## config.mk

```make
export PLATFORM = sky130hd
export DESIGN_NAME = burst_addr_gen
export DESIGN_NICKNAME = d
export VERILOG_FILES = /design/src/common/axb_pkg.sv /design/src/burst/burst_addr_gen.sv
export VERILOG_INCLUDE_DIRS = /design/src /design/src/common
export SDC_FILE = /design/constraint.sdc
export NUM_CORES = 1
export LEC_CHECK = 0
export ABC_AREA = 1
export ABC_CLOCK_PERIOD_IN_PS = 2100
export BUFFER_PORTS_ARGS = -buffer_cell sky130_fd_sc_hd__buf_2
export CORE_MARGIN = 4
export CORE_UTILIZATION = 25
export CTS_CLUSTER_SIZE = 12
export DETAILED_ROUTE_END_ITERATION = 7
export PLACE_DENSITY_LB_ADDON = 0.25
export SYNTH_ARGS = -nofsm -noshare
export SYNTH_HDL_FRONTEND = slang
export SYNTH_SLANG_ARGS = --single-unit
```

## constraint.sdc

```tcl
create_clock -name S_AXI_ACLK -period 2.1 [get_ports S_AXI_ACLK]
set_clock_uncertainty 0.05 [all_clocks]
set_input_delay 0.42 -clock S_AXI_ACLK [delete_from_list [all_inputs] [get_ports S_AXI_ACLK]]
set_output_delay 0.42 -clock S_AXI_ACLK [all_outputs]
set_load 0.02 [all_outputs]
```

## src/common/axb_config.svh

```systemverilog
//*********************************************************************
// axb config
// widths, queue depth and memory size of the AXI4 burst slave
//*********************************************************************

`ifndef AXB_CONFIG_SVH
`define AXB_CONFIG_SVH

// AXI bus widths
`define AXB_ADDR_WIDTH 16
`define AXB_DATA_WIDTH 32
`define AXB_ID_WIDTH 4

`define AXB_STRB_WIDTH (`AXB_DATA_WIDTH / 8)  // one strobe bit per byte

// outstanding bursts per request queue, also response queue depth
`define AXB_QUEUE_DEPTH 4

// word memory, index is taken modulo this size
`define AXB_MEM_WORDS 256
`define AXB_WIDX_WIDTH $clog2(`AXB_MEM_WORDS)

`endif
```

## src/common/axb_pkg.sv

```systemverilog
//*********************************************************************
// axb_pkg
// burst kind, transaction ID and queued request types
//*********************************************************************

`include "axb_config.svh"

package axb_pkg;

    // AXI AxBURST encoding, 2'b11 is reserved and handled as INCR
    typedef enum logic [1:0] {
        FIXED = 2'b00,
        INCR  = 2'b01,
        WRAP  = 2'b10
    } burst_e;

    typedef logic [`AXB_ID_WIDTH-1:0] axi_id_t;

    // one queued AR or AW request
    typedef struct packed {
        logic [`AXB_ADDR_WIDTH-1:0] addr;  // start byte address
        axi_id_t                    id;
        logic [7:0]                 len;   // beats minus one
        burst_e                     burst;
    } burst_req_t;

endpackage

```

## src/burst/burst_addr_gen.sv

```systemverilog
//*********************************************************************
// burst_addr_gen
// takes one queued burst and steps its beat address and count
//*********************************************************************

`include "axb_config.svh"

module burst_addr_gen (
    input  logic                       S_AXI_ACLK,
    input  logic                       S_AXI_ARESETN,
    input  logic                       req_valid,
    input  axb_pkg::burst_req_t        req,
    output logic                       req_pop,
    output logic                       beat_valid,
    output logic [`AXB_ADDR_WIDTH-1:0] beat_addr,
    output axb_pkg::axi_id_t           beat_id,
    output logic                       beat_last,
    input  logic                       beat_step
);

    localparam int addr_w      = `AXB_ADDR_WIDTH;
    localparam int byte_offset = $clog2(`AXB_DATA_WIDTH / 8);

    logic                  active;
    logic [7:0]            beat_cnt;
    logic [7:0]            len;
    axb_pkg::burst_e       kind;
    axb_pkg::axi_id_t      id;
    logic [addr_w-1:0]     cur_addr;
    logic [addr_w-1:0]     aligned;
    logic [addr_w-1:0]     incr_addr;
    logic [addr_w-1:0]     wrap_mask;
    logic [addr_w-1:0]     next_addr;
    logic                  advance;

    assign req_pop    = req_valid && !active;  // load head as soon as idle
    assign beat_valid = active;
    assign beat_addr  = cur_addr;
    assign beat_id    = id;
    assign beat_last  = (beat_cnt == len);
    assign advance    = active && beat_step;

    // later beats always sit on a word boundary
    assign aligned   = {cur_addr[addr_w-1:byte_offset], {byte_offset{1'b0}}};
    assign incr_addr = aligned + (addr_w'(1) << byte_offset);

    // wrap window is (len+1) words, a power of two for legal WRAP lengths
    assign wrap_mask = ((addr_w'(len) + 1'b1) << byte_offset) - 1'b1;

    always_comb begin
        case (kind)
            axb_pkg::FIXED: next_addr = cur_addr;
            axb_pkg::WRAP:  next_addr = (aligned & ~wrap_mask) | (incr_addr & wrap_mask);
            default:        next_addr = incr_addr;  // INCR and reserved code
        endcase
    end

    always_ff @(posedge S_AXI_ACLK) begin
        if (!S_AXI_ARESETN) begin
            active   <= 1'b0;
            beat_cnt <= '0;
        end else if (req_pop) begin
            active   <= 1'b1;
            beat_cnt <= '0;
        end else if (advance) begin
            if (beat_last) begin
                active <= 1'b0;  // idle, next burst loads next cycle
            end
            beat_cnt <= beat_cnt + 1'b1;
        end
    end

    // burst fields, only meaningful while active
    always_ff @(posedge S_AXI_ACLK) begin
        if (req_pop) begin
            cur_addr <= req.addr;
            len      <= req.len;
            kind     <= req.burst;
            id       <= req.id;
        end else if (advance) begin
            cur_addr <= next_addr;
        end
    end

endmodule

```

==> results.json <==
{
  "hpwl_mm": 4.810,
  "final_cell_area_um2": 3129,
  "crit_end": "beat_last",
  "async_reset_ff_frac": 0,
  "cp_top_family": "flip-flops",
  "netlist_area_um2": 2422,
  "boundaryPins": 57,
  "drtIter0Drc": 85,
  "vias_per_cell": 4.251,
  "h-tree-depth": 2,
  "grt_pass1_wl_mm": 10.37,
  "crit_chain": "buf_6 -> or2_4 -> a21oi_4 -> nand3_2 -> inv_2 -> buf_6",
  "coreArea_um2": 9328,
  "syn_nets": 356,
  "ant_nets": 0,
  "synthTopCellsByCount": "94 x nand2_1, 49 x inv_1, 30 x edfxtp_1",
  "avgSynthCellArea_um2": 7.593,
  "worst_pin_slew_ps": 374.5,
  "cts_buffers": 5,
  "finalHoldViolations": 0,
  "crit_fanout": 6,
  "pre_cts_slack_ps": 4.433,
  "synthMuxAreaShare": 0,
  "synth_area_leader_cell": "edfxtp_1",
  "wirelength_mm": 6.129,
  "syn2layout_area_growth_pct": 29.18,
  "grtUsageTotal": 0.1137,
  "pwr_density_cell_nw_per_um2": 628.1,
  "synth-simple-area-share": 0.3481,
  "grt_pass1_vias": 2250,
  "die_h_um": 106.4,
  "worstPathBufferInverterCount": 3,
  "cts_tree": "yes",
  "slew_headroom": 0.7484,
  "clkTransAtPathRegs_ps": 80,
  "synthTopCellsByArea": "edfxtp_1 37%, nand2_1 15%, inv_1 7.6%",
  "diodes": 0,
  "syn_inst": 319,
  "holdBufCountCts": 0,
  "setup_viol": 0,
  "cap_violations": 0,
  "r2r_slack_ps": 170,
  "start_util": 0.2597,
  "port-buffer-count": 56,
  "fin_crit_sh": 0.9458,
  "netlist.area_leader.share": 0.3719,
  "grt_overflow": 0,
  "arrival_ps": 1520,
  "place.gp.congestion": 0.8047,
  "drt-pass1-iter-count": 6,
  "rr_startpoint": "len[0]",
  "yosys_warnings": 0,
  "cp-end-kind": "primary output",
  "wl_per_cell_um": 11.74,
  "worst_slack_ps": 113.8,
  "hold_slack_ps": 248.6,
  "grt_antenna_before_repair": 0,
  "synth_top_family_by_area": "simple AND/OR/NAND/NOR gates",
  "clkLatencyLatePin_ps": 290,
  "grt_max_degree": 25,
  "drive_gt1_frac": 0.2723,
  "peakVddDrop_uv": 213.9,
  "dr_total_vias": 2219,
  "status": "completed",
  "clock_path_buffers": 2,
  "required_ps": 1630,
  "critical_path.slowest_cell": "edfxtp_1",
  "cts_root_buffer": "clkbuf_8",
  "synth_compound_gate_area_share": 0.06921,
  "final.min_clock_period_ps": 1986,
  "synth_xor_area_frac": 0.03254,
  "ys.flop_type": "edfxtp_1",
  "finalMaxSlewViolations": 0,
  "synth_enable_flop_cells": 30,
  "fp.dieArea_um2": 11330,
  "slowest_delay_ps": 450,
  "synth_fa_ha_area_frac": 0.01550,
  "synth_seq_area_share": 0.4463,
  "synth.most_common_cell": "nand2_1",
  "power.leakage_uw": 0.001448,
  "max_freq_ghz": 0.5035,
  "hp-class": "in -> reg",
  "worst_path_most_repeated_cell": "buf_6",
  "fin_nets": 429,
  "worstRegToRegCells": 8,
  "cp-start-kind": "register",
  "cp-startpoint": "len[0]",
  "fin_util": 0.3355,
  "cts.sinks": 39,
  "critPathKind": "reg -> out",
  "synth-seq-cells": 39,
  "rows": 35,
  "drc": 0,
  "synth_cell_types": 32,
  "die_w_um": 106.4,
  "path_depth": 6,
  "placed_cell_area_um2": 2928
}
## stage by stage
stage,cells,setup TNS (ps),power (uW)
final,522,0,1965
after global placement,510,0,1342
after CTS,520,0,1982
after detailed placement,510,0,1347
after floorplan,319,0,1205
after global routing,522,-12.78,2089
## power by group
part / switching [uW] / internal (uW) / total [uW]
clock: 284 / 337 / 622
combinational: 244 / 152 / 396
sequential: 49.2 / 899 / 948
## worst min path at each step
stage                start     endpoint  slack, ps  cells after the start
6_report           req[11]   beat_id[1]        250                      1
5_1_grt            req[10]   beat_id[0]        230                      1
4_1_cts             req[7]       len[5]        240                      1
3_5_place_dp   beat_cnt[1]  beat_cnt[1]        470                      2
3_3_place_gp   beat_cnt[1]  beat_cnt[1]        460                      2
2_1_floorplan  beat_cnt[1]  beat_cnt[1]        430                      2
## cell families after synthesis
kind of cell               count (synthesis)
AOI/OAI and AO/OA                         30
xor gates and xnor gates                   9
adders and majority gates                  3
buffers and inverters                     55
DFF                                       39
and+or+nand+nor                          183
## layout by cell type, fill, tap and decap left out, types with 3 or more instances in the layout
cell type  instances
nand3_2            3
inv_1             47
a21oi_1           13
dfxtp_1            9
inv_2              4
o211ai_1           3
edfxtp_1          30
nor3_1            10
buf_2             55
o21ai_0            5
nand4_1            6
xor2_1             6
nor2_4             4
buf_4             13
nand3_1           24
clkbuf_8           6
nand2_1           94
nor2_2             4
xnor2_1            3
o21ai_1            3
nor2_1            26
nand2_2            4
## metal layers
metal  GRT usage  routed length, um  vias up
li1            -                  -     1173
met1      0.1442               2799      997
met2      0.1910               2949       44
met3     0.02550                299        5
met4     0.03836                 80        0
met5           0                  0        -
## what timing repair did
item,in CTS,in global routing
pin swaps,1,5
resized for setup,2,13
setup endpoints to repair,6,16
setup buffers,2,2
## cell type report
type	instances	area, um^2
fillers	1007	6198
multi-input cells	225	1187
flip-flops and latches	39	1081
repair buffers	70	395.4
inverters	51	191.4
well taps	129	161.4
clock buffers	7	107.6
clock inverters	1	5.005
Power figures use the tool's default switching activity.
