## config.mk

```make
export PLATFORM = sky130hd
export DESIGN_NAME = txn_fifo
export DESIGN_NICKNAME = d
export VERILOG_FILES = /design/src/design/txn_fifo.sv
export SDC_FILE = /design/constraint.sdc
export NUM_CORES = 1
export LEC_CHECK = 0
export BUFFER_PORTS_ARGS = -buffer_cell sky130_fd_sc_hd__buf_2
export CAP_MARGIN = 20
export CORE_AREA = 10 10 85 87
export CTS_CLUSTER_SIZE = 12
export DETAILED_ROUTE_END_ITERATION = 10
export DIE_AREA = 0 0 95 97
export PLACE_DENSITY = 0.44
export SETUP_SLACK_MARGIN = 0.2
export SYNTH_ARGS = -nofsm -noshare
export SYNTH_HDL_FRONTEND = slang
export SYNTH_SLANG_ARGS = --single-unit
```

## constraint.sdc

```tcl
create_clock -name S_AXI_ACLK -period 3.3 [get_ports S_AXI_ACLK]
set_clock_uncertainty 0.15 [all_clocks]
set_input_delay 0.165 -clock S_AXI_ACLK [delete_from_list [all_inputs] [get_ports S_AXI_ACLK]]
set_output_delay 0.165 -clock S_AXI_ACLK [all_outputs]
set_load 0.1 [all_outputs]
```

## src/design/txn_fifo.sv

```systemverilog
//*********************************************************************
// txn_fifo
// small in-order queue, payload set by a type parameter
//*********************************************************************

module txn_fifo #(
    parameter type payload_t = logic [7:0],
    parameter int  depth     = 4
) (
    input  logic     S_AXI_ACLK,
    input  logic     S_AXI_ARESETN,
    input  logic     push,
    input  payload_t in_data,
    output logic     in_ready,
    input  logic     pop,
    output logic     out_valid,
    output payload_t out_data
);

    localparam int ptr_width = (depth > 1) ? $clog2(depth) : 1;

    payload_t               buffer [depth];
    logic [ptr_width-1:0]   wr_ptr;
    logic [ptr_width-1:0]   rd_ptr;
    logic [ptr_width:0]     count;
    logic                   do_push;
    logic                   do_pop;

    // circular pointer step, depth need not be a power of two
    function automatic logic [ptr_width-1:0] next_ptr(input logic [ptr_width-1:0] ptr);
        if (ptr == ptr_width'(depth - 1)) begin
            return '0;
        end
        return ptr + 1'b1;
    endfunction

    assign in_ready  = (count != (ptr_width + 1)'(depth));  // not full
    assign out_valid = (count != '0);
    assign out_data  = buffer[rd_ptr];

    assign do_push = push && in_ready;
    assign do_pop  = pop && out_valid;

    always_ff @(posedge S_AXI_ACLK) begin
        if (!S_AXI_ARESETN) begin
            wr_ptr <= '0;
            rd_ptr <= '0;
            count  <= '0;
        end else begin
            if (do_push) wr_ptr <= next_ptr(wr_ptr);
            if (do_pop) rd_ptr <= next_ptr(rd_ptr);
            if (do_push && !do_pop) begin
                count <= count + 1'b1;
            end else if (do_pop && !do_push) begin
                count <= count - 1'b1;
            end
        end
    end

    always_ff @(posedge S_AXI_ACLK) begin
        if (do_push) buffer[wr_ptr] <= in_data;
    end

endmodule

```

==> out/results.ini, run 1 <==
[global_route]
grt_first_pass_wirelength_mm=4.77
grt_max_degree=14
first_global_vias=921
antenna_found_initial=0
grt_overflow=0
track_usage_pct=6.85

[yosys]
synth_enable_flop_cells=32
synth_cell_types=26
synthFlopType=edfxtp_1
synth_warnings=0
synth-async-reset-ratio_pct=0
syn_nets=112
synth.cell_area_um2=1640
ys_ff_latch=41
synth_area_per_cell_um2=17.6
yosysSeqAreaShare_pct=69.8
synthCells=93

[layout]
diodes=0
final_area_um2=1980
drive_gt1_share_pct=34.9
fin_nets=144
stdcell_count=198
area_growth_pct=21.0

[cts]
clk_pin_slew_worst_paths_ns=0.08
cts_buffer_depth=2
insertion_delay_ns=0.29
cts_buffers=5
clock-sinks=41
cts_tree=yes
ctsRootBufferMaster=clkbuf_8
cts-resized-gates=0
h-tree-depth=2

[routing]
drt_wl_total_mm=2.94
dr.pass1.iters=4
drc=0
dr.first_iter.drc_count=30
routedWlPerCell_um=14.9
vias=863
via_per_inst=4.36
postRouteAntennaNets=0

[floorplanning]
die_y_um=97
fp-row-count=27
start_util_pct=29.9
pin_count=22
dieArea_um2=9220
fp.dieW_um=95
fp.coreArea_um2=5470

[worst_setup_path]
start_kind=flip-flop
critPathMaxFanout=5
endpoint_kind=flip-flop
worstPathArrival_ns=2.63
criticalPathCategory=reg -> reg
cp_data_required_time_ns=3.36

[placed_design]
portBuffers=21
placedCellCount=182
place_congestion=0.804
placed_area_um2=1810
place_hpwl_mm=2.06

[power]
power_leakage_nw=0.712
power_frac_clock_pct=17.6
sw_frac_of_total_pct=44.9
power-per-cell-area_nw_per_um2=901
vdd_drop_max_mv=0.327
seq_power_share_pct=39.4
switchingPower_mw=0.800
intPower_mw=0.983
combPwrFrac_pct=43.0

[timing]
drv_slew=0
fin_crit_ns=2.56
final.setup.tns_ns=0
setup_viol=0
whs_ns=0.0218
worstMarginPinSlew_ns=0.574
fmax_mhz=390
rsz0062_at_grt=false
hold_violations=0
period_share_pct=77.6
slew_headroom_pct=61.7

[flow_run]
max_cap_viol_count=0

[min_path]
hold_class=in -> reg

[run_status]
status=finished clean

-- worst paths after layout --
path	endpoint	start	slack [ns]	cells past startpoint
worst max-delay path	count[2]	count[0]	0.74	7
worst min register to register	wr_ptr[1]	wr_ptr[1]	0.36	2
worst min-delay path	wr_ptr[0]	push	0.02	3
worst max register to register	count[2]	count[0]	0.74	7
-- layout make-up --
type / count / area [um2]
Clock buffer: 5 / 68.8
Clock inverter: 3 / 17.5
Fill cell: 529 / 3490
Inverter: 3 / 11.3
Multi-Input combinational cell: 45 / 465
Sequential cell: 41 / 1140
Tap cell: 72 / 90.1
Timing Repair Buffer: 29 / 185
-- sequential cells by signal (all words and copies together) (netlist names), named ones only --
signal,count
buffer,32
count,3
rd_ptr,2
wr_ptr,2
-- power groups by stage --
stage	logic [mW]	registers (mW)	clock network [mW]
detailed placement	0.769	0.719	0
global route	0.814	0.718	0.348
global placement	0.757	0.715	0
CTS	0.778	0.708	0.325
floorplan	0.682	0.679	0
finish	0.767	0.703	0.313
-- critical path: stages, from the launching register on --
cell and delay, ns:
dfxtp_1 0.36, o31ai_1 0.51, ha_1 0.29, inv_1 0.06
fa_1 0.38, xor2_1 0.16, or3_2 0.40, a21boi_0 0.18
-- synth_stat cells, drive strengths merged, types with 2 or more instances --
master / n / area [um2]
ha: 6 / 75.1
nand2: 5 / 18.8
mux4: 8 / 180
mux2i: 2 / 20.0
or3: 2 / 15.0
and3: 4 / 30.0
buf: 2 / 8.75
edfxtp: 32 / 961
clkbuf: 2 / 8.75
inv: 3 / 11.3
nand3: 2 / 10.0
nor2: 2 / 7.51
and2: 2 / 15.0
dfxtp: 9 / 180
o21ai: 4 / 20.0
-- routing by layer --
metal  track usage, %  vias up  wire length, um
met5                0        -                0
met4             2.40        0               33
met3             3.39        4              194
met2             10.3       18             1410
met1             8.22      424             1310
li1                 -      417                -
-- per-stage QoR --
step / power, mW / utilization, % / worst slack (ns)
detailed placement: 1.49 / 33.1 / 0.734
finish: 1.78 / 36.2 / 0.738
global placement: 1.47 / 33.1 / 0.862
CTS: 1.81 / 36.2 / 0.683
floorplan: 1.36 / - / 0.552
global route: 1.88 / 36.2 / 0.533
-- placed cells by master, fill, tap and decap left out --
| cell type | count |
|---|---|
| edfxtp_1 | 32 |
| buf_2 | 21 |
| dfxtp_1 | 9 |
| mux4_2 | 8 |
| dlygate4sd3_1 | 8 |
| ha_1 | 6 |
| nand2_1 | 5 |
| clkbuf_8 | 5 |
| and3_2 | 4 |
| o21ai_0 | 4 |
| inv_1 | 3 |
| or3_2 | 2 |
| nor2_1 | 2 |
| nand3_1 | 2 |
| mux2i_1 | 2 |
| clkinv_2 | 2 |
| or3b_1 | 1 |
| and2_4 | 1 |
| o31ai_1 | 1 |
| xnor2_1 | 1 |
| and2_1 | 1 |
| nand4_1 | 1 |
| nor2b_1 | 1 |
| xor2_1 | 1 |
| a21boi_0 | 1 |
| fa_1 | 1 |
| clkinvlp_4 | 1 |
-- cells by family after synthesis --
kind of cell,Yosys count,synth area share [%]
muxes,10,12.2
DFF,41,69.8
AOI/OAI and AO/OA,6,2.14
adders and majority gates,7,5.81
xor gates and xnor gates,2,1.07
and+or+nand+nor,20,7.19
buffers and inverters,7,1.76
-- timing repair --
item,in CTS,in global routing
hold buffers,8,0
endpoints found under the hold margin,32,0
setup buffers,0,0
Note: power is estimated with default switching activity, not from simulation.
==> inputs of run 2 (changes only) <==
==> constraint.sdc (replaced) <==
create_clock -name S_AXI_ACLK -period 2.5 [get_ports S_AXI_ACLK]
set_clock_uncertainty 0.15 [all_clocks]
set_input_delay 0.125 -clock S_AXI_ACLK [delete_from_list [all_inputs] [get_ports S_AXI_ACLK]]
set_output_delay 0.125 -clock S_AXI_ACLK [all_outputs]
set_load 0.1 [all_outputs]
==> out/results.ini, run 2 (synthesis gave the netlist of run 1 again) <==
[global_route]
grtUsageMet2_pct=11.0
grt_first_pass_wirelength_mm=4.90
grt_max_degree=13
first_global_vias=942
top_usage_layer=met2
grt_overflow=0
gr-usage-met1_pct=8.29
gr-usage-met3_pct=2.54
antenna_found_initial=0
track_usage_pct=7.10

[placed_design]
portBuffers=21
placedCellCount=183
placed_area_um2=1850
place_hpwl_mm=2.10
place_congestion=0.687

[power]
vdd_drop_max_mv=0.504
p_total_mw=2.43
power_leakage_nw=0.729
power-per-cell-area_nw_per_um2=1190

[cts]
cts_buffers=5
insertion_delay_ns=0.28
clock-sinks=41
ctsRootBufferMaster=clkbuf_8
clk_pin_slew_worst_paths_ns=0.07
h-tree-depth=2
cts_tree=yes
cts_buffer_depth=2

[worst_setup_path]
endpoint_kind=flip-flop
worstPathArrival_ns=2.28
critPathMaxFanout=7
start_kind=flip-flop
crit_path_top_delay_cell=or3_2
criticalPathCategory=reg -> reg
crit_chain=or3b_4 -> and2_4 -> ha_4 -> inv_1 -> fa_2 -> xor2_1 -> or3_2 -> a21boi_1
cp_data_required_time_ns=2.56
max_stage_delay_ns=0.41

[flow_run]
max_cap_viol_count=0

[layout]
top_register=buffer
reg.largest.list=buffer x32, count x3
stdcell_count=201
layout_commonest_cell=edfxtp_1
diodes=0
final_area_um2=2040
largest_register_ffs=32
area_growth_pct=24.6
drive_gt1_share_pct=39.5
finish.utilization_pct=37.2
layout_common_cells=edfxtp_1 (32), buf_2 (21), dlygate4sd3_1 (9)
fin_nets=147

[floorplanning]
start_util_pct=29.9
pin_count=22
fp-row-count=27
fp.coreArea_um2=5470
fp.dieW_um=95
die_y_um=97
dieArea_um2=9220

[routing]
drc=0
postRouteAntennaNets=0
dr.pass1.iters=3
dr.first_iter.drc_count=32
routedWlPerCell_um=14.9
via_per_inst=4.40
vias=884
drt_wl_total_mm=3.00

[timing]
fin_crit_ns=2.21
setup_viol=0
worstMarginPinSlew_ns=0.492
period_share_pct=88.4
hold_violations=0
final.setup.tns_ns=0
fmax_mhz=452
slew_headroom_pct=67.4
rsz0062_at_grt=false
drv_slew=0

[run_status]
status=finished clean

[min_path]
hold_class=in -> reg

-- run 2: final cells by class --
cell class / count / area [um2]
repair buffers: 32 / 210
well taps: 72 / 90.1
fillers: 530 / 3440
clock inverters: 1 / 5.00
multi-input cells: 45 / 497
clock buffers: 7 / 76.3
flip-flops and latches: 41 / 1150
inverters: 3 / 11.3
-- run 2: path summary, 6_finish.rpt --
kind / end / startpoint / slack, ns / cells after the start
worst max register to register: count[2] / count[2] / 0.29 / 8
worst max-delay path: count[2] / count[2] / 0.29 / 8
worst min register to register: wr_ptr[1] / wr_ptr[1] / 0.35 / 2
worst min-delay path: count[2] / S_AXI_ARESETN / 0.04 / 2
-- run 2: per-layer routing --
| metal | wire, um | up-vias |
|---|---|---|
| met4 | 71 | 0 |
| li1 | - | 423 |
| met3 | 163 | 8 |
| met1 | 1370 | 435 |
| met2 | 1400 | 18 |
| met5 | 0 | - |
-- run 2: power by group --
group          leakage [nW]  internal [mW]  switching [mW]
Sequential            0.369          0.848          0.0785
Clock                0.0422          0.196           0.213
Combinational         0.318          0.310           0.783
Total                 0.729           1.35            1.07
-- run 2: stage by stage --
step / setup slack [ns] / hold slack [ns]
after floorplan: 0.210 / 0.0739
after global placement: 0.266 / 0.190
after detailed placement: 0.221 / 0.194
after CTS: 0.205 / 0.0247
after global routing: 0.199 / 0.0369
final: 0.289 / 0.0368
-- run 2: timing repair --
action,4_1_cts,5_1_grt
setup buffers,0,1
endpoints found under the hold margin,33,0
setup endpoints to repair,0,1
resized for setup,0,2
hold buffers,9,0
-- run 2: worst max-delay path, delay by kind of cell (launching register included) --
family,cells,cell delay [ns]
AOI/OAI and AO/OA,1,0.12
xor gates and xnor gates,1,0.15
adders and majority gates,2,0.46
buffers and inverters,1,0.05
DFF,1,0.36
and+or+nand+nor,3,0.85
==> inputs of run 3 (changes only) <==
==> constraint.sdc (replaced) <==
create_clock -name S_AXI_ACLK -period 2.5 [get_ports S_AXI_ACLK]
set_clock_uncertainty 0.15 [all_clocks]
set_input_delay 0.125 -clock S_AXI_ACLK [delete_from_list [all_inputs] [get_ports S_AXI_ACLK]]
set_output_delay 0.125 -clock S_AXI_ACLK [all_outputs]
set_load 0.005 [all_outputs]
==> out/results.ini, run 3 (synthesis gave the netlist of run 1 again) <==
[power]
power-per-cell-area_nw_per_um2=965
sw_frac_of_total_pct=27.0
power_frac_clock_pct=25.9
vdd_drop_max_mv=0.415
intPower_mw=1.45
p_total_mw=1.99
combPwrFrac_pct=26.6
seq_power_share_pct=47.5
power_leakage_nw=0.736
switchingPower_mw=0.538

[worst_setup_path]
crit_end=count[2]
r2r_slack_ns=0.29
startpoint=count[1]
criticalPathCategory=reg -> reg
r2r_start=count[1]
worstReg2RegEnd=count[2]
ff2ff_path_depth=7
cp_data_required_time_ns=2.57
endpoint_kind=flip-flop
worstPathArrival_ns=2.28
critPathMaxFanout=5
start_kind=flip-flop

[layout]
reg.largest.list=buffer x32, count x3
fin_nets=147
largest_register_ffs=32
top_register=buffer
area_growth_pct=26.0
layout_commonest_cell=edfxtp_1
final_area_um2=2060
layout_common_cells=edfxtp_1 (32), buf_2 (21), dlygate4sd3_1 (9)
drive_gt1_share_pct=41.1
diodes=0

[cts]
clock-sinks=41
cts_tree=yes
clk_pin_slew_worst_paths_ns=0.08
h-tree-depth=2
post_cts_buffers=0
ctsRootBufferMaster=clkbuf_8
cts_buffers=5
insertion_delay_ns=0.29
cts_buffer_depth=2

[min_path]
min-delay-start=S_AXI_ARESETN
hold_class=in -> reg

[routing]
routedWlPerCell_um=14.8
drc=0
drt_wl_total_mm=2.98
postRouteAntennaNets=0
dr.first_iter.drc_count=59
vias=869
via_per_inst=4.32
dr.pass1.iters=4

[flow_run]
max_cap_viol_count=0

[placed_design]
portBuffers=21
place_congestion=0.783
place_hpwl_mm=2.08
placed_area_um2=1830

[floorplanning]
dieArea_um2=9220
fp-row-count=27
pin_count=22
fp.coreArea_um2=5470
start_util_pct=29.9
die_y_um=97
fp.dieW_um=95

[global_route]
grtUsageMet2_pct=11.3
grt_overflow=0
grt_max_degree=14
gr-usage-met3_pct=2.08
antenna_found_initial=0
grt_first_pass_wirelength_mm=4.84
track_usage_pct=7.01
first_global_vias=948
gr-usage-met1_pct=8.19
top_usage_layer=met2

[timing]
fin_crit_ns=2.21
setup_viol=0
drv_slew=0
period_share_pct=88.5
hold_violations=0
slew_headroom_pct=60.6
fmax_mhz=452
worstMarginPinSlew_ns=0.591
final.setup.tns_ns=0
rsz0062_at_grt=false

[run_status]
status=finished clean

-- run 3: final cells by class --
type                    instances  area [um2]
clock buffers                   5        68.8
clock inverters                 3        41.3
fillers                       528        3410
inverters                       3        11.3
multi-input cells              45         492
flip-flops and latches         41        1150
well taps                      72        90.1
repair buffers                 32         210
-- run 3: how the worst min path moves through the flow --
stage	slack (ns)	cells past startpoint	to
6_report	0.03	2	count[1]
5_1_grt	0.05	2	count[0]
4_1_cts	0.02	2	count[1]
3_5_place_dp	0.20	1	buffer[2][3]
3_3_place_gp	0.19	1	buffer[0][1]
2_1_floorplan	0.07	0	buffer[0][0]
-- run 3: power by group through the flow --
stage                     Sequential [mW]  Combinational, mW  Clock, mW
after floorplan                     0.901              0.359          0
after detailed placement            0.957              0.496          0
after CTS                           0.946              0.528      0.534
after global routing                0.969              0.596      0.561
final                               0.945              0.529      0.514
after global placement              0.950              0.482          0
-- run 3: through the flow --
| stage | setup slack (ns) | utilization [%] | hold slack, ns | cells |
|---|---|---|---|---|
| 6_report | 0.287 | 37.7 | 0.0264 | 201 |
| 5_1_grt | 0.212 | 37.7 | 0.0457 | 201 |
| 2_1_floorplan | 0.202 | - | 0.0739 | 93 |
| 4_1_cts | 0.201 | 37.4 | 0.0250 | 201 |
| 3_5_place_dp | 0.120 | 33.5 | 0.200 | 184 |
| 3_3_place_gp | 0.281 | 33.5 | 0.186 | 184 |
-- run 3: critical path, cell delays in order, from the launching register on --
cell and delay (ns):
dfxtp_2 0.36, o31ai_2 0.36, ha_4 0.19, inv_1 0.05, fa_2 0.33, xor2_1 0.15
or3_2 0.42, a21boi_2 0.13
-- run 3: metal layers --
metal  vias to the layer above  share of wire [%]  wire [um]
li1                        424                  -          -
met1                       416                 43       1280
met2                        24                 50       1490
met3                         5                5.3        158
met4                         0                1.6         49
met5                         -                  0          0
-- run 3: what timing repair did --
action,CTS,global route
setup endpoints to repair,1,1
gates resized for setup,6,3
hold endpoints to repair,33,0
pin swaps,0,1
hold buffers,9,0
